<file path="src/common/shabal_pkg.sv">
`default_nettype none
// Shabal-256 shared definitions
// Word type, state sizes, round schedule and the initial chaining values

package shabal_pkg;

	typedef logic [31:0] word_t;
	typedef logic [5:0]  round_t;

	localparam int A_WORDS  = 12;
	localparam int BC_WORDS = 16;

	// One block runs rounds 0..62, words load in 0..15 and steps run in 14..61
	localparam round_t ROUND_LAST = 6'd62;
	localparam round_t STEP_FIRST = 6'd14;
	localparam round_t STEP_LAST  = 6'd61;
	localparam round_t LOAD_LAST  = 6'd15;

	localparam int ROT_B = 17;
	localparam int ROT_A = 15;

	localparam logic [63:0] W_INIT = 64'd1;

	localparam word_t A_IV [A_WORDS] = '{
		32'h52F84552, 32'hE54B7999, 32'h2D8EE3EC, 32'hB9645191,
		32'hE0078B86, 32'hBB7C44C9, 32'hD2B5C1CA, 32'hB0D2EB8C,
		32'h14CE5A45, 32'h22AF50DC, 32'hEFFDBC6B, 32'hEB21B74A
	};

	localparam word_t B_IV [BC_WORDS] = '{
		32'hB555C6EE, 32'h3E710596, 32'hA72A652F, 32'h9301515F,
		32'hDA28C1FA, 32'h696FD868, 32'h9CB6BF72, 32'h0AFE4002,
		32'hA6E03615, 32'h5138C1D4, 32'hBE216306, 32'hB38B8890,
		32'h3EA8B96B, 32'h3299ACE4, 32'h30924DD4, 32'h55CB34A5
	};

	localparam word_t C_IV [BC_WORDS] = '{
		32'hB405F031, 32'hC4233EBA, 32'hB3733979, 32'hC0DD9D55,
		32'hC51C28AE, 32'hA327B8E1, 32'h56C56167, 32'hED614433,
		32'h88B59D60, 32'h60E2CEBA, 32'h758B4B8B, 32'h83E82A7F,
		32'hBC968828, 32'hE6E00BF7, 32'hBA839E55, 32'h9B491C60
	};

	// Left rotation of a word
	function automatic word_t rotl(input word_t x, input int unsigned n);
		return (x << n) | (x >> (32 - n));
	endfunction

endpackage

`default_nettype wire
</file>
<file path="src/common/round_if.sv">
`timescale 1ns/1ns
`default_nettype none
// Round strobes and block counter from the sequencer to the datapath

interface round_if;
	import shabal_pkg::*;

	logic  advance;
	logic  init;
	logic  absorb;
	logic  inject_w;
	logic  shift_step;
	logic  shift_bm;
	logic  permute_b;
	logic  close_block;
	word_t w_lo;
	word_t w_hi;
	word_t data_word;

	modport ctrl (output advance, init, absorb, inject_w, shift_step, shift_bm, permute_b,
		close_block, w_lo, w_hi, data_word);
	modport dp (input advance, init, absorb, inject_w, shift_step, shift_bm, permute_b,
		close_block, w_lo, w_hi, data_word);

endinterface

`default_nettype wire

</file>
<file path="src/rtl/round_ctrl.sv">
`timescale 1ns/1ns
`default_nettype none
// Round sequencer
// Counts the rounds of a block, accepts the sixteen message words,
// runs the step and close rounds on its own and keeps the block counter W.

module round_ctrl (
	input  wire                    clk,
	input  wire                    rst_n,
	input  wire                    init,
	input  wire                    en,
	input  wire shabal_pkg::word_t data,
	output logic                   busy,
	round_if.ctrl                  rnd
);
	import shabal_pkg::*;

	localparam int BUSY_CYCLES = ROUND_LAST - LOAD_LAST;

	round_t      round;
	logic [63:0] w_cnt;
	logic        accept;
	logic        advance;
	logic        restart;

	// Once the last word is in, the remaining rounds need no input
	assign busy    = (round > LOAD_LAST);
	assign restart = init && !busy;
	assign accept  = en && !busy && !init;
	assign advance = accept || busy;

	always_ff @(posedge clk or negedge rst_n) begin
		if (!rst_n) begin
			round <= '0;
		end else if (restart) begin
			round <= '0;
		end else if (advance) begin
			if (round == ROUND_LAST)
				round <= '0;
			else
				round <= round + 6'd1;
		end
	end

	always_ff @(posedge clk or negedge rst_n) begin
		if (!rst_n) begin
			w_cnt <= W_INIT;
		end else if (restart) begin
			w_cnt <= W_INIT;
		end else if (rnd.close_block) begin
			w_cnt <= w_cnt + 64'd1;
		end
	end

	assign rnd.advance     = advance;
	assign rnd.init        = restart;
	assign rnd.absorb      = accept;
	assign rnd.inject_w    = advance && (round == '0);
	assign rnd.shift_step  = advance && (round >= STEP_FIRST) && (round <= STEP_LAST);
	assign rnd.shift_bm    = advance && (round <= STEP_LAST);
	assign rnd.permute_b   = advance && (round < STEP_FIRST);
	assign rnd.close_block = advance && (round == ROUND_LAST);
	assign rnd.w_lo        = w_cnt[31:0];
	assign rnd.w_hi        = w_cnt[63:32];
	assign rnd.data_word   = data;

	a_round_range: assert property (@(posedge clk) disable iff (!rst_n)
		round <= ROUND_LAST);

	// After the last word no word gets in until the block has closed
	a_no_accept_busy: assert property (@(posedge clk) disable iff (!rst_n)
		rnd.absorb && (round == LOAD_LAST) |=> !rnd.absorb [*BUSY_CYCLES] ##1 !busy);

endmodule

`default_nettype wire

</file>
<file path="src/flat_wrapper.sv">
// flat-port wrapper written by rule: the top's interface ports become plain ports
module round_ctrl_flat import shabal_pkg::*;
  (clk, rst_n, init, en, data, busy, rnd_advance, rnd_init, rnd_absorb, rnd_inject_w, rnd_shift_step, rnd_shift_bm, rnd_permute_b, rnd_close_block, rnd_w_lo, rnd_w_hi, rnd_data_word);
  round_if rnd_i ();
  input  wire clk;
  input  wire rst_n;
  input  wire init;
  input  wire en;
  input  wire shabal_pkg::word_t data;
  output logic busy;
  output wire logic [$bits(rnd_i.advance)-1:0] rnd_advance;
  output wire logic [$bits(rnd_i.init)-1:0] rnd_init;
  output wire logic [$bits(rnd_i.absorb)-1:0] rnd_absorb;
  output wire logic [$bits(rnd_i.inject_w)-1:0] rnd_inject_w;
  output wire logic [$bits(rnd_i.shift_step)-1:0] rnd_shift_step;
  output wire logic [$bits(rnd_i.shift_bm)-1:0] rnd_shift_bm;
  output wire logic [$bits(rnd_i.permute_b)-1:0] rnd_permute_b;
  output wire logic [$bits(rnd_i.close_block)-1:0] rnd_close_block;
  output wire logic [$bits(rnd_i.w_lo)-1:0] rnd_w_lo;
  output wire logic [$bits(rnd_i.w_hi)-1:0] rnd_w_hi;
  output wire logic [$bits(rnd_i.data_word)-1:0] rnd_data_word;
  assign rnd_advance = rnd_i.advance;
  assign rnd_init = rnd_i.init;
  assign rnd_absorb = rnd_i.absorb;
  assign rnd_inject_w = rnd_i.inject_w;
  assign rnd_shift_step = rnd_i.shift_step;
  assign rnd_shift_bm = rnd_i.shift_bm;
  assign rnd_permute_b = rnd_i.permute_b;
  assign rnd_close_block = rnd_i.close_block;
  assign rnd_w_lo = rnd_i.w_lo;
  assign rnd_w_hi = rnd_i.w_hi;
  assign rnd_data_word = rnd_i.data_word;
  round_ctrl u_core (.clk(clk), .rst_n(rst_n), .init(init), .en(en), .data(data), .busy(busy), .rnd(rnd_i));
endmodule
</file>
<file path="config.mk">
export PLATFORM = sky130hd
export DESIGN_NAME = round_ctrl_flat
export DESIGN_NICKNAME = d
export VERILOG_FILES = /design/src/common/shabal_pkg.sv /design/src/common/round_if.sv /design/src/rtl/round_ctrl.sv /design/src/flat_wrapper.sv
export SDC_FILE = /design/constraint.sdc
export NUM_CORES = 1
export LEC_CHECK = 0
export BUFFER_PORTS_ARGS = -buffer_cell sky130_fd_sc_hd__buf_2
export CAP_MARGIN = 20
export CORE_MARGIN = 5
export CORE_UTILIZATION = 33
export CTS_CLUSTER_DIAMETER = 100
export DETAILED_ROUTE_END_ITERATION = 10
export GPL_ROUTABILITY_DRIVEN = 0
export SLEW_MARGIN = 10
export SYNTH_ARGS = -nofsm -noshare
export SYNTH_HDL_FRONTEND = slang
export SYNTH_SLANG_ARGS = --single-unit
</file>
<file path="constraint.sdc">
create_clock -name clk -period 4.2 [get_ports clk]
set_clock_uncertainty 0.15 [all_clocks]
set_input_delay 0 -clock clk [delete_from_list [all_inputs] [get_ports clk]]
set_output_delay 0 -clock clk [all_outputs]
set_load 0.02 [all_outputs]
</file>
==> results.sh <==
export IMPL_status="completed"
export IMPL_end_kind="flip-flop"
export IMPL_cts_resized=0
export IMPL_post_cts_buffers=0
export IMPL_hold_path_class="in2async"
export IMPL_die_area_um2=15290
export IMPL_fp_dieH_um=123.6
export IMPL_synth_main_ff_cell="dfrtp_1"
export IMPL_hold_ws_ps=103.0
export IMPL_critPathSlowestCell="nor4_2"
export IMPL_tightest_slew_ps=1001
export IMPL_cts_root_buf="clkbuf_16"
export IMPL_yosysTopAreaCell="dfrtp_1"
export IMPL_finalInstanceArea_um2=5225
export IMPL_via_count=3933
export IMPL_clk_pin_slew_ps=60
export IMPL_path_cells="nand4_1 > nor4_2 > nand3_1 > or4_1 > a21oi_1"
export IMPL_crit_type="reg2reg"
export IMPL_dp_hpwl_um=8869
export IMPL_finish_net_count=599
export IMPL_cts_tree="built"
export IMPL_rows=41
export IMPL_cts_sinks=70
export IMPL_placed_area_um2=4618
export IMPL_wl_met2_um=6246
export IMPL_utilization_pct=41.40
export IMPL_start_kind="flip-flop"
export IMPL_htree_levels=3
export IMPL_maxCapViolations=0
export IMPL_layout_commonest_cell="buf_2"
export IMPL_critical_path_max_stage_delay_ps=660
export IMPL_grt_pass1_wl_um=20140
export IMPL_drc=0
export IMPL_fillers=1323
export IMPL_antenna_found_initial=0
export IMPL_grt_max_degree=62
export IMPL_ys_warn_count=0
export IMPL_drive_gt1_share_pct=19.82
export IMPL_io_buffers=76
export IMPL_drt_initial_drc_count=248
export IMPL_drt_pass1_iterations=5
export IMPL_areaGrowthSynthToFinish_pct=22.61
export IMPL_die_x_um=123.6
export IMPL_crit_path_max_fanout=14
export IMPL_slew_viol_final=0
export IMPL_synth_edf_count=0
export IMPL_ys_seq_elements=70
export IMPL_leakagePower_nw=2.248
export IMPL_wl_met3_um=887
export IMPL_synth_seq_area_share_pct=41.13
export IMPL_yosys_cell_types_count=47
export IMPL_min_period_ps=2909
export IMPL_track_usage_pct=16.78
export IMPL_met1_length_um=5429
export IMPL_layout_cells_non_filler=732
export IMPL_grt_overflow_total=0
export IMPL_async_flop_share_pct=100.0
export IMPL_syn_instance_count=472
export IMPL_wl_um=12730
export IMPL_antennaDiodeCount=0
export IMPL_syn_area_per_cell_um2=9.029
export IMPL_clockBufferDepth=2
export IMPL_syn_num_nets=514
export IMPL_clk_latency_ps=330
export IMPL_cp_required_ps=4300
export IMPL_syn_area_um2=4262
export IMPL_wl_per_cell_um=17.39
export IMPL_cp_arrival_ps=3010
export IMPL_peakVddDrop_v=0.0001709
export IMPL_synthTopCellsByArea="dfrtp_1 41%, buf_4 5.6%, nand4_1 5.6%, nor2_1 4.8%, xor2_1 4.5%"
export IMPL_synth_top_area_share_pct=40.52
export IMPL_core_um2=12620
export IMPL_placed_cells=683
export IMPL_ioPinCount=141
export IMPL_max_freq_mhz=343.8
export IMPL_grt_pass1_vias=3912
export IMPL_layout_common_cells="76 x buf_2, 69 x dfrtp_1, 55 x nor2_1"
export IMPL_finalSetupViolCount=0
export IMPL_tns_ps=0
export IMPL_slew_headroom_pct=32.67
export IMPL_vias_per_cell=5.373
export IMPL_top_layer_used="met4"
export IMPL_hold_violations=0
export IMPL_cellPowerDensity_nw_per_um2=281.5
export IMPL_ant_nets=0
export IMPL_cts_inserted_buffers=9
export IMPL_final_period_utilization_pct=69.25
export IMPL_grt_setup_unrepaired="no"
export IMPL_start_util_pct=33.77
-- path summary, 6_finish.rpt --
| path | start | to | slack [ps] | cells after the start |
|---|---|---|---|---|
| min in group clk | init | u_core.w_cnt[0] | 160 | 3 |
| min | rst_n | u_core.w_cnt[32] | 100 | 2 |
| max reg2reg | u_core.w_cnt[21] | u_core.w_cnt[49] | 1290 | 5 |
| max in group asynchronous | rst_n | u_core.w_cnt[17] | 2780 | 3 |
| min reg2reg | u_core.w_cnt[53] | u_core.w_cnt[53] | 380 | 1 |
| max | u_core.w_cnt[21] | u_core.w_cnt[49] | 1290 | 5 |
-- final cells by class --
type	instances	area, um^2	share of cell area (%)
Clock inverter	2	10.01	0.1916
Multi-Input combinational cell	347	2180	41.71
Clock buffer	12	246.5	4.717
Sequential cell	70	1753	33.55
Timing Repair Buffer	117	775.7	14.85
Tap cell	172	215.2	4.119
Inverter	12	45.04	0.8621
-- power by group --
group	total [mW]	internal (mW)	switching, mW
Combinational	0.112	0.0365	0.0755
Clock	0.675	0.407	0.268
Sequential	0.684	0.678	0.00583
-- cells in the mapped netlist (4+ instances only) --
master and n:
nor3_1 9, or3_1 13, nand3_1 18, xor2_1 22, nand4_1 38, nor2_1 55, a21oi_1 25, o21ai_0 11
dfrtp_1 69, o31ai_1 13, clkbuf_1 9, buf_4 32, inv_1 11, ha_1 6, and3_1 6, and2_1 4
nor4_1 13, nand2_1 40, or4_1 19, xnor2_1 17
-- logic make-up (layout without fill, tap and decap cells) --
family                   Yosys count  count (layout)  share of synthesized area, %
AND/OR/NAND/NOR                  241             241                         32.53
AO/OA/AOI/OAI                     58              58                         8.133
adder cells (fa/ha/maj)            6               6                         1.762
XOR/XNOR                          39              39                         8.015
flip-flops                        70              70                         41.13
multiplexers                       3               3                        0.7047
buffers and inverters             55             143                         7.722
-- metrics by stage --
step | power (mW) | setup slack (ps)
2_1_floorplan | 0.7734 | 1706
3_3_place_gp | 0.7585 | 1434
3_5_place_dp | 0.7598 | 1311
4_1_cts | 1.490 | 1303
5_1_grt | 1.524 | 1059
6_report | 1.471 | 1291
-- worst max-delay path: cells and delay by family, from the launching register on --
kind,cells,cell delay (ps)
AOI/OAI and AO/OA,1,170
DFF,1,450
and+or+nand+nor,4,2060
-- timing repair --
action	4_1_cts	5_1_grt
endpoints found under the setup margin	0	0
hold endpoints to repair	63	0
hold buffers	35	0
-- flip-flops by register name, indices dropped and copies added, names as in the netlist --
signal / flops
u_core.round: 6
u_core.w_cnt: 64
-- metal layers --
| metal | up-vias | global-route usage (%) |
|---|---|---|
| li1 | 1868 | - |
| met1 | 1917 | 21.00 |
| met2 | 133 | 28.39 |
| met3 | 15 | 3.951 |
| met4 | 0 | 5.744 |
| met5 | - | 0 |
Note: power is estimated with default switching activity, not from simulation.
