$ cat config.mk
export PLATFORM = sky130hd
export DESIGN_NAME = msg_ring_flat
export DESIGN_NICKNAME = d
export VERILOG_FILES = /design/src/common/shabal_pkg.sv /design/src/common/round_if.sv /design/src/rtl/msg_ring.sv /design/src/flat_wrapper.sv
export SDC_FILE = /design/constraint.sdc
export NUM_CORES = 1
export LEC_CHECK = 0
export BUFFER_PORTS_ARGS = -buffer_cell sky130_fd_sc_hd__buf_2
export CORE_AREA = 10 10 245 247
export DETAILED_ROUTE_END_ITERATION = 8
export DIE_AREA = 0 0 255 257
export HOLD_SLACK_MARGIN = 0.08
export PLACE_DENSITY = 0.64
export RECOVER_POWER = 50
export SLEW_MARGIN = 10
export SYNTH_ARGS = -nofsm -noshare
export SYNTH_HDL_FRONTEND = slang
export SYNTH_SLANG_ARGS = --single-unit
$ cat constraint.sdc
create_clock -name clk -period 2.45 [get_ports clk]
set_clock_uncertainty 0.2 [all_clocks]
set_input_delay 0.3675 -clock clk [delete_from_list [all_inputs] [get_ports clk]]
set_output_delay 0.3675 -clock clk [all_outputs]
set_load 0.03 [all_outputs]
$ cat src/common/shabal_pkg.sv
`default_nettype none
// Shabal-256 shared definitions
// Word type, state sizes, round schedule and the initial chaining values

package shabal_pkg;

	typedef logic [31:0] word_t;
	typedef logic [5:0]  round_t;

	localparam int A_WORDS  = 12;
	localparam int BC_WORDS = 16;

	// One block runs rounds 0..62, words load in 0..15 and steps run in 14..61
	localparam round_t ROUND_LAST = 6'd62;
	localparam round_t STEP_FIRST = 6'd14;
	localparam round_t STEP_LAST  = 6'd61;
	localparam round_t LOAD_LAST  = 6'd15;

	localparam int ROT_B = 17;
	localparam int ROT_A = 15;

	localparam logic [63:0] W_INIT = 64'd1;

	localparam word_t A_IV [A_WORDS] = '{
		32'h52F84552, 32'hE54B7999, 32'h2D8EE3EC, 32'hB9645191,
		32'hE0078B86, 32'hBB7C44C9, 32'hD2B5C1CA, 32'hB0D2EB8C,
		32'h14CE5A45, 32'h22AF50DC, 32'hEFFDBC6B, 32'hEB21B74A
	};

	localparam word_t B_IV [BC_WORDS] = '{
		32'hB555C6EE, 32'h3E710596, 32'hA72A652F, 32'h9301515F,
		32'hDA28C1FA, 32'h696FD868, 32'h9CB6BF72, 32'h0AFE4002,
		32'hA6E03615, 32'h5138C1D4, 32'hBE216306, 32'hB38B8890,
		32'h3EA8B96B, 32'h3299ACE4, 32'h30924DD4, 32'h55CB34A5
	};

	localparam word_t C_IV [BC_WORDS] = '{
		32'hB405F031, 32'hC4233EBA, 32'hB3733979, 32'hC0DD9D55,
		32'hC51C28AE, 32'hA327B8E1, 32'h56C56167, 32'hED614433,
		32'h88B59D60, 32'h60E2CEBA, 32'h758B4B8B, 32'h83E82A7F,
		32'hBC968828, 32'hE6E00BF7, 32'hBA839E55, 32'h9B491C60
	};

	// Left rotation of a word
	function automatic word_t rotl(input word_t x, input int unsigned n);
		return (x << n) | (x >> (32 - n));
	endfunction

endpackage

`default_nettype wire
$ cat src/common/round_if.sv
`timescale 1ns/1ns
`default_nettype none
// Round strobes and block counter from the sequencer to the datapath

interface round_if;
	import shabal_pkg::*;

	logic  advance;
	logic  init;
	logic  absorb;
	logic  inject_w;
	logic  shift_step;
	logic  shift_bm;
	logic  permute_b;
	logic  close_block;
	word_t w_lo;
	word_t w_hi;
	word_t data_word;

	modport ctrl (output advance, init, absorb, inject_w, shift_step, shift_bm, permute_b,
		close_block, w_lo, w_hi, data_word);
	modport dp (input advance, init, absorb, inject_w, shift_step, shift_bm, permute_b,
		close_block, w_lo, w_hi, data_word);

endinterface

`default_nettype wire

$ cat src/rtl/msg_ring.sv
`timescale 1ns/1ns
`default_nettype none
// Message ring
// Sixteen words that take the incoming message and rotate through the steps

module msg_ring (
	input  wire               clk,
	input  wire               rst_n,
	round_if.dp               rnd,
	output shabal_pkg::word_t m0,
	output shabal_pkg::word_t m_sub [shabal_pkg::BC_WORDS]
);
	import shabal_pkg::*;

	// New words enter here so that M0 reaches slot 0 when the steps begin
	localparam int INSERT_SLOT = 13;

	word_t m_q [BC_WORDS];

	always_ff @(posedge clk or negedge rst_n) begin
		if (!rst_n) begin
			for (int i = 0; i < BC_WORDS; i++) begin
				m_q[i] <= '0;
			end
		end else if (rnd.shift_bm) begin
			for (int i = 0; i < BC_WORDS; i++) begin
				m_q[i] <= m_q[(i + 1) % BC_WORDS];
			end
			if (rnd.absorb) begin
				m_q[INSERT_SLOT] <= rnd.data_word;
			end
		end
	end

	// The ring is back in natural order at the close round
	assign m0    = m_q[0];
	assign m_sub = m_q;

endmodule

`default_nettype wire

$ cat src/flat_wrapper.sv
// flat-port wrapper written by rule: the top's interface ports become plain ports
module msg_ring_flat import shabal_pkg::*;
  (clk, rst_n, m0, m_sub, rnd_advance, rnd_init, rnd_absorb, rnd_inject_w, rnd_shift_step, rnd_shift_bm, rnd_permute_b, rnd_close_block, rnd_w_lo, rnd_w_hi, rnd_data_word);
  round_if rnd_i ();
  input  wire clk;
  input  wire rst_n;
  output shabal_pkg::word_t m0;
  output shabal_pkg::word_t m_sub[shabal_pkg::BC_WORDS];
  input wire logic [$bits(rnd_i.advance)-1:0] rnd_advance;
  input wire logic [$bits(rnd_i.init)-1:0] rnd_init;
  input wire logic [$bits(rnd_i.absorb)-1:0] rnd_absorb;
  input wire logic [$bits(rnd_i.inject_w)-1:0] rnd_inject_w;
  input wire logic [$bits(rnd_i.shift_step)-1:0] rnd_shift_step;
  input wire logic [$bits(rnd_i.shift_bm)-1:0] rnd_shift_bm;
  input wire logic [$bits(rnd_i.permute_b)-1:0] rnd_permute_b;
  input wire logic [$bits(rnd_i.close_block)-1:0] rnd_close_block;
  input wire logic [$bits(rnd_i.w_lo)-1:0] rnd_w_lo;
  input wire logic [$bits(rnd_i.w_hi)-1:0] rnd_w_hi;
  input wire logic [$bits(rnd_i.data_word)-1:0] rnd_data_word;
  assign rnd_i.advance = rnd_advance;
  assign rnd_i.init = rnd_init;
  assign rnd_i.absorb = rnd_absorb;
  assign rnd_i.inject_w = rnd_inject_w;
  assign rnd_i.shift_step = rnd_shift_step;
  assign rnd_i.shift_bm = rnd_shift_bm;
  assign rnd_i.permute_b = rnd_permute_b;
  assign rnd_i.close_block = rnd_close_block;
  assign rnd_i.w_lo = rnd_w_lo;
  assign rnd_i.w_hi = rnd_w_hi;
  assign rnd_i.data_word = rnd_data_word;
  msg_ring u_core (.clk(clk), .rst_n(rst_n), .rnd(rnd_i), .m0(m0), .m_sub(m_sub));
endmodule
==> results of run 1 <==
[flip-flops by register name (all words and copies together) (netlist names)]
name / flops
u_core.m0: 32
u_core.m_sub: 480
[critical path, stage by stage]
cell and delay (ns):
dlygate4sd3_1 0.57, buf_8 0.29, buf_12 0.25, clkbuf_1 0.48
mux2_2 0.41
[through the flow]
stage | hold WS (ns) | power (µW) | std cells
floorplan | -0.128 | 27700 | 1185
finish | 0.154 | 42300 | 2543
CTS | 0.171 | 43200 | 2543
detailed placement | 0.217 | 34500 | 2413
global placement | 0.211 | 34100 | 2413
global route | 0.159 | 44400 | 2543
[placed cells by master (no fill, tap or decap)]
cell / instances
buf_12: 22
dlygate4sd3_1: 35
dfrtp_1: 512
buf_8: 1
mux2_4: 52
a21oi_1: 32
mux2_1: 41
clkbuf_16: 53
clkinv_4: 2
clkbuf_1: 34
clkbuf_8: 18
inv_6: 2
buf_4: 4
clkbuf_4: 1
mux2i_1: 32
clkinv_2: 6
buf_2: 560
mux2_2: 387
clkbuf_2: 6
bufinv_16: 7
nor2_1: 32
[synth_stat cells]
cell type | count | share of area
buf_2 | 19 | 0.0048
mux2_4 | 93 | 0.070
a21oi_1 | 32 | 0.0080
buf_6 | 15 | 0.0085
dfrtp_1 | 512 | 0.64
nor2_1 | 32 | 0.0060
mux2_2 | 387 | 0.22
buf_4 | 63 | 0.024
mux2i_1 | 32 | 0.016
[area by class of cell]
type	instances	area [µm²]
Clock buffer	78	1600
Clock inverter	17	275
Fill cell	4832	29300
Multi-Input combinational cell	576	6200
Sequential cell	512	12800
Tap cell	704	881
Timing Repair Buffer	656	3780
[kinds of logic (layout without fill, tap and decap cells)]
group,after synthesis,in the layout,synth area share
mux,512,512,0.305
simple gates,32,32,0.00603
buf+inv,97,751,0.0370
compound gates,32,32,0.00805
flops,512,512,0.644
[routing by layer]
| layer | up-vias | wire [µm] |
|---|---|---|
| met5 | - | 0 |
| met4 | 0 | 1520 |
| met3 | 82 | 3570 |
| met2 | 364 | 26900 |
| met1 | 6184 | 20800 |
| li1 | 5367 | - |
[worst paths after layout]
check | depth (start not counted) | endpoint | from
worst min register to register | 1 | u_core.m_sub[108] | u_core.m_sub[108]
worst min-delay path | 4 | u_core.m_sub[84] | rnd_absorb
max in group asynchronous | 3 | u_core.m_sub[435] | rst_n
worst max-delay path | 5 | u_core.m_sub[378] | rnd_shift_bm
min in group asynchronous | 2 | u_core.m_sub[368] | rst_n
worst max register to register | 3 | u_core.m_sub[73] | u_core.m_sub[41]
[power groups by stage]
stage / clock network, µW / logic, µW / registers [µW]
3_3_place_gp: 0 / 18600 / 15500
5_1_grt: 9120 / 19100 / 16200
4_1_cts: 8740 / 18800 / 15600
2_1_floorplan: 0 / 5110 / 22600
6_report: 8510 / 18300 / 15600
3_5_place_dp: 0 / 18800 / 15700
==> results.sh, run 1 <==
export IMPL_avgSynthCellArea_um2=16.8
export IMPL_viasPerCell=4.72
export IMPL_ys_types=9
export IMPL_drv_cap=0
export IMPL_slew_viol_final=0
export IMPL_grt_use_met1=0.183
export IMPL_p_leak_uw=0.0119
export IMPL_cts_max_path_buffers=3
export IMPL_worstSetupPathType="input pin to flip-flop"
export IMPL_clkTransAtPathRegs_ns=0.06
export IMPL_antenna_found_initial=0
export IMPL_cts_sinks=512
export IMPL_fmax_mhz=475
export IMPL_switching_share=0.445
export IMPL_hold_violations=0
export IMPL_max_vdd_ir_drop_mv=1.02
export IMPL_synth_cells=1185
export IMPL_die_w_um=255
export IMPL_ys_seq_area_frac=0.644
export IMPL_io_pins=650
export IMPL_drive_gt1_frac=0.610
export IMPL_finalWeightedCongestion=0.829
export IMPL_avgRoutedWirePerCell_um=20.8
export IMPL_status="complete, no violations"
export IMPL_drcViolationCount=0
export IMPL_slew_headroom=0.196
export IMPL_ctsHoldBuffers=35
export IMPL_grt_pass1_vias=12800
export IMPL_min_period_over_period=0.860
export IMPL_start_util=0.363
export IMPL_tightest_slew_ns=1.21
export IMPL_die_h_um=257
export IMPL_cp_required_ns=2.72
export IMPL_start_kind="input pin"
export IMPL_busiest_layer="met2"
export IMPL_p_clk_frac=0.201
export IMPL_cts_tree="done"
export IMPL_syn_to_final_growth_pct=28.4
export IMPL_rrSetupSlack_ns=0.94
export IMPL_fin_tns_setup_ns=0
export IMPL_p_switching_uw=18900
export IMPL_use_met3=0.0429
export IMPL_end_kind="flip-flop"
export IMPL_nets=1905
export IMPL_yosysWarnings=0
export IMPL_drtAntennaViolNets=0
export IMPL_grt_pass1_wl_um=80500
export IMPL_first_pass_iters=4
export IMPL_post_route_util=0.466
export IMPL_numCtsBuffers=53
export IMPL_period_minus_slack_ns=2.11
export IMPL_grt_ovfl_total=0
export IMPL_dp_hpwl_um=39600
export IMPL_diodes=0
export IMPL_setup_violations=0
export IMPL_met2_usage=0.272
export IMPL_final_cell_area_um2=25500
export IMPL_cts_resized=0
export IMPL_numPortBuffers=579
export IMPL_p_int_uw=23500
export IMPL_dieArea_um2=65500
export IMPL_fin_ws_ns=0.343
export IMPL_coreArea_um2=54900
export IMPL_critPathMaxFanout=29
export IMPL_syn_nets=1291
export IMPL_h_tree_depth=2
export IMPL_power_density_nw_per_um2=1660
export IMPL_root_buffer="clkbuf_16"
export IMPL_wl_um=52800
export IMPL_grt_start_max_net_pins=76
export IMPL_hp_class="input pin to flip-flop"
export IMPL_rows=86
export IMPL_pre_cts_ws_ns=0.603
export IMPL_crit_arrival_ns=2.38
export IMPL_grt_usage=0.157
export IMPL_dpl_cell_area_um2=23600
export IMPL_post_cts_buffers=0
export IMPL_syn_area_um2=19900
export IMPL_insertion_delay_ns=0.58
export IMPL_pwr_share_comb=0.431
export IMPL_synth_ff_latch_count=512
export IMPL_power_frac_seq=0.368
export IMPL_rsz0062_at_grt="no"
export IMPL_vias=12000
export IMPL_drt_iter0_markers=528
No activity file was read; power rests on OpenSTA's default activity.
==> inputs of run 2 (changes only) <==
ABC_AREA = 1   (was unset)
CORE_AREA = 10 10 243 245   (was 10 10 245 247)
DIE_AREA = 0 0 253 255   (was 0 0 255 257)
PLACE_DENSITY = 0.66   (was 0.64)
==> results.sh, run 2 <==
export IMPL_status="complete, no violations"
export IMPL_worstSetupPathType="input pin to async pin"
export IMPL_synth_top_cell_by_area="dfrtp_1"
export IMPL_die_h_um=255
export IMPL_avgSynthCellArea_um2=8.93
export IMPL_ys_types=11
export IMPL_layout_common_cells="nand2_1 (1380), dfrtp_1 (512), buf_2 (470)"
export IMPL_critPathMaxFanout=56
export IMPL_yosysWarnings=0
export IMPL_period_minus_slack_ns=2.02
export IMPL_slew_headroom=0.238
export IMPL_dieArea_um2=64500
export IMPL_cp_required_ns=2.99
export IMPL_drv_cap=0
export IMPL_antenna_found_initial=1
export IMPL_end_kind="async pin"
export IMPL_grt_start_max_net_pins=130
export IMPL_p_int_uw=16100
export IMPL_syn_area_um2=20200
export IMPL_met2_usage=0.352
export IMPL_slew_viol_final=0
export IMPL_hold_violations=0
export IMPL_ys_seq_area_frac=0.633
export IMPL_hold_ws_ns=0.107
export IMPL_ys_flop_type="dfrtp_1"
export IMPL_post_place_cells=3443
export IMPL_pwr_share_comb=0.260
export IMPL_power_frac_seq=0.431
export IMPL_dp_hpwl_um=55100
export IMPL_h_tree_depth=2
export IMPL_crit_top_cell="clkbuf_2"
export IMPL_wl_um=73500
export IMPL_grt_usage=0.221
export IMPL_critical_path_max_stage_delay_ns=0.73
export IMPL_clkTransAtPathRegs_ns=0.06
export IMPL_stdcell_count=3584
export IMPL_power_total_uw=26200
export IMPL_start_kind="input pin"
export IMPL_use_met3=0.0603
export IMPL_p_clk_frac=0.309
export IMPL_insertion_delay_ns=0.59
export IMPL_cts_max_path_buffers=3
export IMPL_cts_tree="done"
export IMPL_synth_most_common_cell="nand2_1"
export IMPL_vias=16900
export IMPL_coreArea_um2=54400
export IMPL_nets=2943
export IMPL_grt_pass1_vias=16500
export IMPL_largest_register_ffs=480
export IMPL_ys_top_cells_by_area="dfrtp_1 (63%), nand2_1 (26%), buf_6 (2.9%), buf_4 (2.9%), o21ai_0 (2.2%)"
export IMPL_cts_sinks=512
export IMPL_busiest_layer="met2"
export IMPL_numCtsBuffers=54
export IMPL_numPortBuffers=579
export IMPL_fmax_mhz=495
export IMPL_cts_resized=0
export IMPL_setup_violations=0
export IMPL_synth_ff_latch_count=512
export IMPL_viasPerCell=4.72
export IMPL_drive_gt1_frac=0.206
export IMPL_power_density_nw_per_um2=1030
export IMPL_crit_arrival_ns=2.56
export IMPL_min_period_over_period=0.824
export IMPL_die_w_um=253
export IMPL_start_util=0.372
export IMPL_p_leak_uw=0.0147
export IMPL_final_cell_area_um2=25300
export IMPL_ctsHoldBuffers=42
export IMPL_crit_path_top_delay_cell="clkbuf_2"
export IMPL_max_vdd_ir_drop_mv=0.604
export IMPL_grt_pass1_wl_um=108000
export IMPL_grt_ovfl_total=0
export IMPL_drcViolationCount=0
export IMPL_crit_chain="dlygate4sd3_1, buf_8, clkbuf_2, clkbuf_2"
export IMPL_rsz0062_at_grt="no"
export IMPL_final_common_cell="nand2_1"
export IMPL_post_cts_buffers=0
export IMPL_avgRoutedWirePerCell_um=20.5
export IMPL_switching_share=0.386
export IMPL_io_pins=650
export IMPL_tightest_slew_ns=1.14
export IMPL_syn_to_final_growth_pct=25.0
export IMPL_dpl_cell_area_um2=23400
export IMPL_syn_nets=2373
export IMPL_p_switching_uw=10100
export IMPL_root_buffer="clkbuf_16"
export IMPL_synth_edf_count=0
export IMPL_drtAntennaViolNets=0
export IMPL_grt_use_met1=0.285
export IMPL_first_pass_iters=5
export IMPL_async_reset_ff_frac=1.00
export IMPL_finalWeightedCongestion=0.924
export IMPL_fin_tns_setup_ns=0
export IMPL_rows=86
export IMPL_diodes=0
export IMPL_yosys_top_cells_count="nand2_1 (1380), dfrtp_1 (512), inv_1 (96)"
export IMPL_drt_iter0_markers=1634
export IMPL_synth_top_area_share=0.633
export IMPL_synth_cells=2267
export IMPL_hp_class="input pin to async pin"
==> run 2: cell types whose count changed after synthesis, moves of 7 or more <==
| cell | previous run | this run |
|---|---|---|
| nand2_1 | 0 | 1380 |
| mux2_2 | 387 | 0 |
| inv_1 | 0 | 96 |
| mux2_4 | 93 | 0 |
| o21ai_0 | 0 | 87 |
| buf_6 | 15 | 52 |
| a21oi_1 | 32 | 0 |
| mux2i_1 | 32 | 0 |
| nand3_1 | 0 | 32 |
| nor2_1 | 32 | 0 |
| buf_4 | 63 | 77 |
| clkbuf_1 | 0 | 13 |
| buf_2 | 19 | 10 |
| o21ai_1 | 0 | 7 |
==> run 2: layout make-up <==
type | instances | area (µm²)
Fill cell | 5407 | 29100
Sequential cell | 512 | 12800
Multi-Input combinational cell | 1506 | 5810
Timing Repair Buffer | 666 | 3690
Clock buffer | 77 | 1570
Tap cell | 704 | 881
Inverter | 97 | 372
Clock inverter | 22 | 179
==> run 2: path summary, 6_finish.rpt <==
kind | start | end | slack (ns) | depth (start not counted)
setup reg to reg | u_core.m_sub[40] | u_core.m_sub[72] | 0.81 | 5
max in group clk | u_core.m_sub[461] | m_sub[461] | 0.43 | 1
min in group clk | rnd_absorb | u_core.m_sub[80] | 0.14 | 5
hold reg to reg | u_core.m_sub[363] | u_core.m_sub[363] | 0.29 | 2
hold / removal | rst_n | u_core.m_sub[397] | 0.11 | 2
setup / recovery | rst_n | u_core.m_sub[198] | 0.43 | 4
==> run 2: logic make-up (layout without fill, tap and decap cells) <==
kind of cell | after synthesis | count (layout) | share of synthesized area
AND/OR/NAND/NOR | 1412 | 1412 | 0.264
AO/OA/AOI/OAI | 94 | 94 | 0.0232
flip-flops | 512 | 512 | 0.633
buffers and inverters | 249 | 862 | 0.0803
==> run 2: power groups by stage <==
| stage | Clock, µW | Combinational, µW | Sequential, µW |
|---|---|---|---|
| after floorplan | 0 | 1770 | 13600 |
| after global placement | 0 | 6860 | 11400 |
| after detailed placement | 0 | 6920 | 11400 |
| after CTS | 8250 | 7000 | 11300 |
| after global routing | 8600 | 7300 | 11400 |
| final | 8090 | 6820 | 11300 |
==> run 2: worst max-delay path, delay by kind of cell <==
family	cells	cell delay [ns]
buffers and inverters	4	2.15
==> run 2: metal layers <==
| metal | share of wire | up-vias | routed length (µm) |
|---|---|---|---|
| met5 | 0.000095 | - | 7 |
| met4 | 0.038 | 2 | 2780 |
| met3 | 0.084 | 128 | 6190 |
| met2 | 0.47 | 639 | 34500 |
| met1 | 0.41 | 8177 | 30000 |
| li1 | - | 7966 | - |
==> run 2: through the flow <==
step,worst slack [ns],utilization
2_1_floorplan,1.14,-
3_3_place_gp,0.615,0.430
3_5_place_dp,0.612,0.430
4_1_cts,0.421,0.469
5_1_grt,0.255,0.465
6_report,0.432,0.465
