### config.mk
export PLATFORM = sky130hd
export DESIGN_NAME = perm_step_flat
export DESIGN_NICKNAME = d
export VERILOG_FILES = /design/src/common/shabal_pkg.sv /design/src/common/perm_if.sv /design/src/state/perm_step.sv /design/src/flat_wrapper.sv
export SDC_FILE = /design/constraint.sdc
export NUM_CORES = 1
export LEC_CHECK = 0
export ABC_AREA = 0
export BUFFER_PORTS_ARGS = -buffer_cell sky130_fd_sc_hd__clkbuf_2
export CAP_MARGIN = 15
export CORE_AREA = 2 2 125 127
export DETAILED_ROUTE_END_ITERATION = 16
export DIE_AREA = 0 0 127 129
export PLACE_DENSITY_LB_ADDON = 0.15
export SYNTH_ARGS = -nofsm -noshare
export SYNTH_HDL_FRONTEND = slang
export SYNTH_SLANG_ARGS = --single-unit
### constraint.sdc
create_clock -name vclk -period 5.9
set_clock_uncertainty 0.05 [all_clocks]
set_input_delay 0.59 -clock vclk [all_inputs]
set_output_delay 0.59 -clock vclk [all_outputs]
set_load 0.02 [all_outputs]
### src/common/shabal_pkg.sv
`default_nettype none
// Shabal-256 shared definitions
// Word type, state sizes, round schedule and the initial chaining values

package shabal_pkg;

	typedef logic [31:0] word_t;
	typedef logic [5:0]  round_t;

	localparam int A_WORDS  = 12;
	localparam int BC_WORDS = 16;

	// One block runs rounds 0..62, words load in 0..15 and steps run in 14..61
	localparam round_t ROUND_LAST = 6'd62;
	localparam round_t STEP_FIRST = 6'd14;
	localparam round_t STEP_LAST  = 6'd61;
	localparam round_t LOAD_LAST  = 6'd15;

	localparam int ROT_B = 17;
	localparam int ROT_A = 15;

	localparam logic [63:0] W_INIT = 64'd1;

	localparam word_t A_IV [A_WORDS] = '{
		32'h52F84552, 32'hE54B7999, 32'h2D8EE3EC, 32'hB9645191,
		32'hE0078B86, 32'hBB7C44C9, 32'hD2B5C1CA, 32'hB0D2EB8C,
		32'h14CE5A45, 32'h22AF50DC, 32'hEFFDBC6B, 32'hEB21B74A
	};

	localparam word_t B_IV [BC_WORDS] = '{
		32'hB555C6EE, 32'h3E710596, 32'hA72A652F, 32'h9301515F,
		32'hDA28C1FA, 32'h696FD868, 32'h9CB6BF72, 32'h0AFE4002,
		32'hA6E03615, 32'h5138C1D4, 32'hBE216306, 32'hB38B8890,
		32'h3EA8B96B, 32'h3299ACE4, 32'h30924DD4, 32'h55CB34A5
	};

	localparam word_t C_IV [BC_WORDS] = '{
		32'hB405F031, 32'hC4233EBA, 32'hB3733979, 32'hC0DD9D55,
		32'hC51C28AE, 32'hA327B8E1, 32'h56C56167, 32'hED614433,
		32'h88B59D60, 32'h60E2CEBA, 32'h758B4B8B, 32'h83E82A7F,
		32'hBC968828, 32'hE6E00BF7, 32'hBA839E55, 32'h9B491C60
	};

	// Left rotation of a word
	function automatic word_t rotl(input word_t x, input int unsigned n);
		return (x << n) | (x >> (32 - n));
	endfunction

endpackage

`default_nettype wire
### src/common/perm_if.sv
`timescale 1ns/1ns
`default_nettype none
// Permutation taps from the state registers and the step results back

interface perm_if;
	import shabal_pkg::*;

	word_t a0;
	word_t a11;
	word_t b0;
	word_t b6;
	word_t b9;
	word_t b13;
	word_t c8;
	word_t m0;
	word_t new_a;
	word_t new_b;

	modport regs (output a0, a11, b0, b6, b9, b13, c8, m0, input new_a, new_b);
	modport step (input a0, a11, b0, b6, b9, b13, c8, m0, output new_a, new_b);

endinterface

`default_nettype wire

### src/state/perm_step.sv
`timescale 1ns/1ns
`default_nettype none
// One step of the Shabal keyed permutation, purely combinational

module perm_step (
	perm_if.step perm
);
	import shabal_pkg::*;

	word_t a_rot;
	word_t v_term;
	word_t u_in;
	word_t a_new;

	// V multiplies by 5, U by 3
	assign a_rot  = rotl(perm.a11, ROT_A);
	assign v_term = (a_rot << 2) + a_rot;
	assign u_in   = perm.a0 ^ v_term ^ perm.c8;

	assign a_new = ((u_in << 1) + u_in) ^ perm.b13 ^ (perm.b9 & ~perm.b6) ^ perm.m0;

	// B[i] becomes NOT((B[i] <<< 1) XOR new A)
	assign perm.new_a = a_new;
	assign perm.new_b = ~(rotl(perm.b0, 1) ^ a_new);

endmodule

`default_nettype wire

### src/flat_wrapper.sv
// flat-port wrapper written by rule: the top's interface ports become plain ports
module perm_step_flat import shabal_pkg::*;
  (perm_a0, perm_a11, perm_b0, perm_b6, perm_b9, perm_b13, perm_c8, perm_m0, perm_new_a, perm_new_b);
  perm_if perm_i ();
  input wire logic [$bits(perm_i.a0)-1:0] perm_a0;
  input wire logic [$bits(perm_i.a11)-1:0] perm_a11;
  input wire logic [$bits(perm_i.b0)-1:0] perm_b0;
  input wire logic [$bits(perm_i.b6)-1:0] perm_b6;
  input wire logic [$bits(perm_i.b9)-1:0] perm_b9;
  input wire logic [$bits(perm_i.b13)-1:0] perm_b13;
  input wire logic [$bits(perm_i.c8)-1:0] perm_c8;
  input wire logic [$bits(perm_i.m0)-1:0] perm_m0;
  output wire logic [$bits(perm_i.new_a)-1:0] perm_new_a;
  output wire logic [$bits(perm_i.new_b)-1:0] perm_new_b;
  assign perm_i.a0 = perm_a0;
  assign perm_i.a11 = perm_a11;
  assign perm_i.b0 = perm_b0;
  assign perm_i.b6 = perm_b6;
  assign perm_i.b9 = perm_b9;
  assign perm_i.b13 = perm_b13;
  assign perm_i.c8 = perm_c8;
  assign perm_i.m0 = perm_m0;
  assign perm_new_a = perm_i.new_a;
  assign perm_new_b = perm_i.new_b;
  perm_step u_core (.perm(perm_i));
endmodule
==> results of run 1 <==
[critical path, cell delays in order]
cell	delay, ns
sky130_fd_sc_hd__clkbuf_2	0.11
sky130_fd_sc_hd__ha_1	0.38
sky130_fd_sc_hd__a21o_1	0.24
sky130_fd_sc_hd__a21oi_4	0.20
sky130_fd_sc_hd__a21boi_1	0.12
sky130_fd_sc_hd__or2_1	0.30
sky130_fd_sc_hd__a21oi_2	0.20
sky130_fd_sc_hd__o21ai_1	0.10
sky130_fd_sc_hd__a221o_1	0.37
sky130_fd_sc_hd__a21oi_2	0.18
sky130_fd_sc_hd__o21bai_1	0.09
sky130_fd_sc_hd__xnor2_1	0.25
sky130_fd_sc_hd__ha_1	0.32
sky130_fd_sc_hd__a21o_1	0.18
sky130_fd_sc_hd__a21oi_1	0.22
sky130_fd_sc_hd__nor2b_1	0.07
sky130_fd_sc_hd__o21ai_0	0.27
sky130_fd_sc_hd__o311ai_4	0.16
sky130_fd_sc_hd__xnor2_2	0.19
sky130_fd_sc_hd__xor3_1	0.24
sky130_fd_sc_hd__clkbuf_2	0.16
[cells by family (layout without fill, tap and decap cells)]
family / count (synthesis) / after routing
muxes: 1 / 1
buffers and inverters: 18 / 337
adders and majority gates: 61 / 61
AOI/OAI and AO/OA: 161 / 161
and+or+nand+nor: 127 / 127
xor gates and xnor gates: 253 / 253
[layer usage]
| metal | wire (microns) | up-vias | track usage (%) |
|---|---|---|---|
| li1 | - | 2808 | - |
| met5 | 0 | - | 0 |
| met1 | 5810 | 2319 | 19.0 |
| met2 | 7080 | 171 | 31.3 |
| met4 | 38 | 0 | 0.517 |
| met3 | 830 | 4 | 1.33 |
[cell type report]
type / instances / area (sq um)
Tap cell: 188 / 235
Fill cell: 1673 / 8090
Timing Repair Buffer: 322 / 1620
Multi-Input combinational cell: 603 / 4980
Inverter: 15 / 56.3
[power groups by stage]
stage / Combinational [mW] / Sequential [mW] / Clock [mW]
final: 3.66 / 0 / 0
after global routing: 3.96 / 0 / 0
after CTS: 3.69 / 0 / 0
after detailed placement: 3.67 / 0 / 0
after global placement: 3.68 / 0 / 0
after floorplan: 2.71 / 0 / 0
[stage by stage]
stage | setup WS, ns | power, mW | hold slack (ns) | instance area, sq um | util, %
final | 0.326 | 3.66 | 1.42 | 6890 | 46.0
after global routing | 0.0268 | 3.96 | 1.43 | 6890 | 46.0
after CTS | 0.212 | 3.69 | 1.42 | 6880 | 45.9
after detailed placement | 0.242 | 3.67 | 1.42 | 6880 | 45.9
after global placement | 0.278 | 3.68 | 1.42 | 6880 | 45.9
after floorplan | 0.635 | 2.71 | 1.27 | 5040 | -
[layout by cell type (no fill, tap or decap), types with 15 or more instances in the layout]
master and count:
sky130_fd_sc_hd__a21o_1 32, sky130_fd_sc_hd__a21oi_1 40, sky130_fd_sc_hd__clkbuf_2 320, sky130_fd_sc_hd__ha_1 59, sky130_fd_sc_hd__inv_1 15, sky130_fd_sc_hd__nand2_1 30, sky130_fd_sc_hd__nand2b_1 28, sky130_fd_sc_hd__nor2_1 25
sky130_fd_sc_hd__nor2b_1 17, sky130_fd_sc_hd__xnor2_1 223, sky130_fd_sc_hd__xor2_1 21
[repair_timing]
| action | 4_1_cts | 5_1_grt |
|---|---|---|
| hold buffers | 0 | 0 |
| setup endpoints to repair | 0 | 1 |
| resized for setup | 0 | 2 |
[how the worst min path moves through the flow]
stage | from | end | slack (ns)
finish | perm_b0[4] | perm_new_b[5] | 1.42
global route | perm_b0[24] | perm_new_b[25] | 1.43
CTS | perm_b0[4] | perm_new_b[5] | 1.42
detailed placement | perm_b0[4] | perm_new_b[5] | 1.42
global placement | perm_b0[23] | perm_new_b[24] | 1.42
floorplan | perm_b0[31] | perm_new_b[0] | 1.27
==> flow_summary.json, run 1 <==
{
  "timing.max_cap.violations": 0,
  "grt_setup_unrepaired": "no",
  "sum_of_overflow_across_all_layers_after_global_routing": 0,
  "fraction_of_the_cycle_the_final_worst_path_needs_pct": 94.5,
  "core_ar_sq_mm": 0.0150,
  "synth_top_family_by_area": "XOR/XNOR gates",
  "synth-adder-area-share_pct": 15.4,
  "grt_max_degree": 8,
  "start_util_pct": 33.6,
  "clock_buffer_count": 0,
  "dp_cells": 1128,
  "total_switching_power_mw": 2.14,
  "pwr-share-comb_pct": 100.0,
  "cp-end-kind": "output pin",
  "die-height_microns": 129,
  "worstPathArrival_ns": 4.93,
  "routabilityCongestion": 0.809,
  "pwr-share-seq_pct": 0,
  "relative_max_transition_margin_pct": 71.4,
  "synth.net_count": 938,
  "cellPowerDensity_mw_per_mm2": 531,
  "netlist_top_cells_count": "sky130_fd_sc_hd__xnor2_1 (223), sky130_fd_sc_hd__ha_1 (59), sky130_fd_sc_hd__a21oi_1 (41)",
  "detail_route.drc_violations": 0,
  "seq_cells": 0,
  "wl_per_cell_microns": 12.2,
  "hold_path.class": "in2out",
  "grt_pass1_wl_mm": 21.7,
  "dr_total_vias": 5302,
  "synthMostInstantiatedCell": "sky130_fd_sc_hd__xnor2_1",
  "worst_ir_drop_vdd_v": 0.000404,
  "power_switching_share_pct": 58.6,
  "layout.nets": 1259,
  "chip_width_microns": 127,
  "cp-startpoint": "perm_a11[20]",
  "finalWorstPathRequiredPeriod_ns": 5.57,
  "placementRows": 45,
  "avgSynthCellArea_sq_um": 8.11,
  "biggest_fanout_along_the_worst_timing_path": 5,
  "first_global_vias": 5007,
  "synthesis.area_sq_mm": 0.00504,
  "detail_route.first_pass.iterations": 4,
  "worstSetupPathType": "in2out",
  "pin_count": 320,
  "worstSetupEndpoint": "perm_new_b[31]",
  "muxShareOfSynthArea_pct": 0.298,
  "setup_viol": 0,
  "post_cts_buffers": 0,
  "synth.distinct_cells": 65,
  "sequential_to_total_area_share_from_yosys_stat_pct": 0,
  "worstHoldPathCells": 3,
  "hold_viol": 0,
  "design.die.area_sq_mm": 0.0164,
  "detail-route-antenna-nets": 0,
  "antenna_found_initial": 0,
  "num_antenna_cells": 0,
  "place_hpwl_mm": 12.9,
  "startpoint_type": "input pin",
  "power_frac_clock_pct": 0,
  "number_of_synthesis_warnings": 0,
  "max_clock_freq_mhz": 179,
  "setup_tns_ns": 0,
  "synthCells": 621,
  "stdcell_count": 1128,
  "sequential_cell_area_sq_um": 0,
  "port_buffers": 320,
  "synth.largest_area_cell": "sky130_fd_sc_hd__xnor2_1",
  "max_slew.worst_pin.slew_ns": 0.427,
  "synth.top_cells.by_area": "sky130_fd_sc_hd__xnor2_1 (39%), sky130_fd_sc_hd__ha_1 (15%), sky130_fd_sc_hd__a21o_1 (4.8%)",
  "synth_top_area_share_pct": 38.8,
  "post_synth_and_or_nand_nor_area_fraction_pct": 13.2,
  "drt-total-wl_mm": 13.8,
  "timing_max_transition_violations_final": 0,
  "outcome": "finished, final reports clean",
  "worst-endpoint-required_ns": 5.26,
  "synth_compound_gate_area_share_pct": 24.1,
  "leakagePower_nw": 3.35,
  "drt-vias-per-instance": 4.70,
  "internal_mw": 1.52,
  "drt-initial-drc-count": 142,
  "synthXorXnorAreaFrac_pct": 45.6,
  "drive_gt1_share_pct": 38.2,
  "area_overhead_of_the_layout_relative_to_synthesis_pct": 36.8,
  "grt_util_all_layers_pct": 15.6
}
(Power assumes the default switching activity.)
==> run 2: changes to the inputs <==
Clock period 5.9 ns to 6.79 ns, I/O delays scaled along.
==> flow_summary.json, run 2 (same netlist as run 1, synthesis figures left out) <==
{
  "layout.nets": 1257,
  "worst_ir_drop_vdd_v": 0.000336,
  "power_frac_clock_pct": 0,
  "place_hpwl_mm": 12.7,
  "design.die.area_sq_mm": 0.0164,
  "cp-end-kind": "output pin",
  "drt-total-wl_mm": 13.7,
  "max_clock_freq_mhz": 170,
  "detail-route-antenna-nets": 0,
  "biggest_fanout_along_the_worst_timing_path": 7,
  "power_switching_share_pct": 58.7,
  "fillerInstances": 1621,
  "area_overhead_of_the_layout_relative_to_synthesis_pct": 36.2,
  "chip_width_microns": 127,
  "multi_input_comb_area_sq_mm": 0.00497,
  "pin_count": 320,
  "leakagePower_nw": 3.34,
  "sequential_cell_area_sq_um": 0,
  "routabilityCongestion": 0.829,
  "setup_tns_ns": 0,
  "relative_max_transition_margin_pct": 71.6,
  "drt-initial-drc-count": 168,
  "layout.cells.most_common": "sky130_fd_sc_hd__clkbuf_2",
  "worstSetupPathType": "in2out",
  "grt_setup_unrepaired": "no",
  "post_layout_util_pct": 45.8,
  "wl_per_cell_microns": 12.1,
  "die-height_microns": 129,
  "setup_viol": 0,
  "cts_hold_repair.buffers": 0,
  "pwr-share-seq_pct": 0,
  "internal_mw": 1.31,
  "worst-endpoint-required_ns": 6.06,
  "total_switching_power_mw": 1.85,
  "drive_gt1_share_pct": 38.0,
  "antenna_found_initial": 0,
  "crit_chain": "clkbuf_2 > ha_1 > inv_1 > fa_1 > nand2b_1 > a21oi_2 > nor2b_1 > o21ai_0 > xnor2_1 > ha_1 > a21o_1 > a21o_1 > a21oi_1 > o2bb2ai_1 > a221o_1 > a31oi_2 > o211ai_2 > a31oi_4 > o311ai_4 > xnor2_2 > xor3_1 > clkbuf_2",
  "timing.max_cap.violations": 0,
  "hold_viol": 0,
  "num_antenna_cells": 0,
  "cellPowerDensity_mw_per_mm2": 460,
  "cts_resized": 0,
  "finalWorstPathRequiredPeriod_ns": 5.89,
  "grt_max_degree": 8,
  "port_buffers": 320,
  "outcome": "finished, final reports clean",
  "timing_max_transition_violations_final": 0,
  "seq_cells": 0,
  "first_global_vias": 4882,
  "worstSetupEndpoint": "perm_new_b[31]",
  "worstPathArrival_ns": 5.17,
  "hold_path.class": "in2out",
  "placementRows": 45,
  "detail_route.drc_violations": 0,
  "dr_total_vias": 5279,
  "cp-startpoint": "perm_a11[17]",
  "startpoint_type": "input pin",
  "fraction_of_the_cycle_the_final_worst_path_needs_pct": 86.8,
  "grt_pass1_wl_mm": 21.4,
  "post_cts_buffers": 0,
  "drt-vias-per-instance": 4.69,
  "start_util_pct": 33.6,
  "detail_route.first_pass.iterations": 4,
  "max_slew.worst_pin.slew_ns": 0.423,
  "critical-path-slowest-cell": "sky130_fd_sc_hd__ha_1",
  "most-common-layout-cells": "sky130_fd_sc_hd__clkbuf_2 (320), sky130_fd_sc_hd__xnor2_1 (223), sky130_fd_sc_hd__ha_1 (59)",
  "grt_util_all_layers_pct": 15.3,
  "sum_of_overflow_across_all_layers_after_global_routing": 0,
  "pwr-share-comb_pct": 100.0,
  "core_ar_sq_mm": 0.0150,
  "cpPeakStageDelay_ns": 0.40,
  "clock_buffer_count": 0
}
-- run 2: cell types whose count changed in the layout (fill, tap and decap cells not counted) --
| cell | delta |
|---|---|
| sky130_fd_sc_hd__a21oi_2 | -1 |
| sky130_fd_sc_hd__a21oi_1 | +1 |
| sky130_fd_sc_hd__a31oi_4 | -1 |
| sky130_fd_sc_hd__buf_4 | -2 |
| sky130_fd_sc_hd__a31oi_2 | +1 |
-- run 2: metrics by stage --
stage / worst slack, ns / hold slack [ns] / area, sq um / std cells / power [mW]
after floorplan: 1.35 / 1.45 / 5040 / 621 / 2.35
after global placement: 0.922 / 1.60 / 6860 / 1126 / 3.19
after detailed placement: 0.865 / 1.60 / 6860 / 1126 / 3.18
after CTS: 0.843 / 1.60 / 6860 / 1126 / 3.20
after global routing: 0.521 / 1.61 / 6860 / 1126 / 3.42
final: 0.895 / 1.60 / 6860 / 1126 / 3.16
-- run 2: per-layer routing --
metal  GRT usage (%)  wire length (microns)
met5               0                      0
met4          0.0646                      0
met3            1.25                    808
met2            29.9                   7000
met1            19.3                   5860
-- run 2: worst min-delay path by stage --
stage / start / end / slack (ns) / cells after the start
after CTS: perm_b0[4] / perm_new_b[5] / 1.60 / 3
final: perm_b0[4] / perm_new_b[5] / 1.60 / 3
after detailed placement: perm_b0[4] / perm_new_b[5] / 1.60 / 3
after floorplan: perm_b0[31] / perm_new_b[0] / 1.45 / 1
after global placement: perm_b0[5] / perm_new_b[6] / 1.60 / 3
after global routing: perm_b0[31] / perm_new_b[0] / 1.61 / 3
-- run 2: final cells by class --
| class | instances | area share, % |
|---|---|---|
| multi-input combinational | 603 | 72.4 |
| timing repair buffer | 320 | 23.3 |
| tap | 188 | 3.43 |
| inverter | 15 | 0.821 |
-- run 2: power groups by stage --
stage / Sequential [mW] / Combinational (mW) / Clock (mW)
global route: 0 / 3.42 / 0
detailed placement: 0 / 3.18 / 0
floorplan: 0 / 2.35 / 0
global placement: 0 / 3.19 / 0
CTS: 0 / 3.20 / 0
finish: 0 / 3.16 / 0
-- run 2: critical path, delay by kind of cell --
family                     cells  cell delay (ns)
xor gates and xnor gates       3             0.57
adders and majority gates      3             0.95
buffers and inverters          3             0.32
and+or+nand+nor                2             0.30
AOI/OAI and AO/OA             11             2.32
==> run 3: changes to the inputs <==
Settings changed: CELL_PAD_IN_SITES_DETAIL_PLACEMENT from default to 0, CELL_PAD_IN_SITES_GLOBAL_PLACEMENT from default to 1, CORE_AREA 2 2 125 127 to default, CORE_MARGIN from default to 2, CORE_UTILIZATION from default to 33, DIE_AREA 0 0 127 129 to default.
==> flow_summary.json, run 3 (same netlist as run 1, synthesis figures left out) <==
{
  "cellPowerDensity_mw_per_mm2": 462,
  "placementRows": 45,
  "hold_path.class": "in2out",
  "area_overhead_of_the_layout_relative_to_synthesis_pct": 36.2,
  "cts_hold_repair.buffers": 0,
  "cp-end-kind": "output pin",
  "hold_crit_start": "perm_b0[25]",
  "finalWorstPathRequiredPeriod_ns": 6.02,
  "grt_util_met1_pct": 21.3,
  "fillerInstances": 1642,
  "setup_viol": 0,
  "relative_max_transition_margin_pct": 72.5,
  "setup_tns_ns": 0,
  "detail_route.drc_violations": 0,
  "core_ar_sq_mm": 0.0150,
  "drive_gt1_share_pct": 38.0,
  "met2_usage_pct": 29.9,
  "cts_resized": 0,
  "wl_per_cell_microns": 12.4,
  "grt_max_degree": 8,
  "drt-vias-per-instance": 4.72,
  "biggest_fanout_along_the_worst_timing_path": 7,
  "grt_util_all_layers_pct": 15.9,
  "leakagePower_nw": 3.34,
  "worstSetupPathType": "in2out",
  "grt_util_met3_pct": 0.754,
  "first_global_vias": 5074,
  "outcome": "finished, final reports clean",
  "routabilityCongestion": 0.799,
  "drt-total-wl_mm": 14.0,
  "worst-endpoint-required_ns": 6.06,
  "max_slew.worst_pin.slew_ns": 0.409,
  "hold_viol": 0,
  "post_cts_buffers": 0,
  "cp-startpoint": "perm_a11[17]",
  "seq_cells": 0,
  "grt_pass1_wl_mm": 22.3,
  "fraction_of_the_cycle_the_final_worst_path_needs_pct": 88.6,
  "clock_buffer_count": 0,
  "design.die.area_sq_mm": 0.0163,
  "grt_setup_unrepaired": "no",
  "finalInstanceArea_sq_mm": 0.00686,
  "sum_of_overflow_across_all_layers_after_global_routing": 0,
  "antenna_found_initial": 0,
  "timing.max_cap.violations": 0,
  "startpoint_type": "input pin",
  "num_antenna_cells": 0,
  "detail_route.first_pass.iterations": 4,
  "pin_count": 320,
  "drt-initial-drc-count": 110,
  "chip_width_microns": 128,
  "max_clock_freq_mhz": 166,
  "timing_max_transition_violations_final": 0,
  "sequential_cell_area_sq_um": 0,
  "place_hpwl_mm": 13.0,
  "layout.cells.most_common": "sky130_fd_sc_hd__clkbuf_2",
  "start_util_pct": 33.5,
  "area_post_placement_sq_mm": 0.00686,
  "busiest_layer": "met2",
  "layout.nets": 1257,
  "detail-route-antenna-nets": 0,
  "worstPathArrival_ns": 5.29,
  "port_buffers": 320,
  "die-height_microns": 128,
  "worst_ir_drop_vdd_v": 0.000339,
  "most-common-layout-cells": "sky130_fd_sc_hd__clkbuf_2 (320), sky130_fd_sc_hd__xnor2_1 (223), sky130_fd_sc_hd__ha_1 (59)",
  "dr_total_vias": 5311
}
-- run 3: cell counts in the layout (fill, tap and decap cells not counted) --
Identical to the previous run, type by type.
-- run 3: power by group --
part           total, mW  internal, mW  switching (mW)
registers              0             0               0
clock network          0             0               0
logic               3.17          1.31            1.86
total               3.17          1.31            1.86
-- run 3: area by class of cell --
class                      instances  area [sq um]  area share, %
multi-input combinational        603          4970           72.4
timing repair buffer             320          1600           23.3
tap                              188           235           3.43
inverter                          15          56.3          0.821
-- run 3: metal layers --
layer	share of wire, %	vias to the layer above
li1	-	2817
met1	46	2312
met2	49	180
met3	5.6	2
met4	0.086	0
met5	0	-
-- run 3: worst max-delay path: stages --
cell and delay, ns:
sky130_fd_sc_hd__clkbuf_2 0.10, sky130_fd_sc_hd__ha_1 0.17, sky130_fd_sc_hd__inv_1 0.06, sky130_fd_sc_hd__fa_1 0.38
sky130_fd_sc_hd__nand2b_1 0.20, sky130_fd_sc_hd__a21oi_2 0.29, sky130_fd_sc_hd__nor2b_1 0.11, sky130_fd_sc_hd__o21ai_0 0.24
sky130_fd_sc_hd__xnor2_1 0.14, sky130_fd_sc_hd__ha_1 0.41, sky130_fd_sc_hd__a21o_1 0.19, sky130_fd_sc_hd__a21o_1 0.18
sky130_fd_sc_hd__a21oi_1 0.14, sky130_fd_sc_hd__o2bb2ai_1 0.14, sky130_fd_sc_hd__a221o_1 0.39, sky130_fd_sc_hd__a31oi_2 0.28
sky130_fd_sc_hd__o211ai_2 0.17, sky130_fd_sc_hd__a31oi_4 0.27, sky130_fd_sc_hd__o311ai_4 0.13, sky130_fd_sc_hd__xnor2_2 0.20
sky130_fd_sc_hd__xor3_1 0.25, sky130_fd_sc_hd__clkbuf_2 0.17
-- run 3: stage by stage --
step / setup WS [ns] / hold slack [ns] / util [%] / std cells / power [mW]
2_1_floorplan: 1.35 / 1.45 / - / 621 / 2.35
3_3_place_gp: 0.860 / 1.59 / 45.6 / 1126 / 3.19
3_5_place_dp: 0.754 / 1.60 / 45.6 / 1126 / 3.19
4_1_cts: 0.723 / 1.60 / 45.6 / 1126 / 3.21
5_1_grt: 0.383 / 1.61 / 45.6 / 1126 / 3.44
6_report: 0.771 / 1.59 / 45.6 / 1126 / 3.17
-- run 3: final timing paths --
path	to	depth (start not counted)
worst min-delay path	perm_new_b[26]	3
worst max-delay path	perm_new_b[31]	22
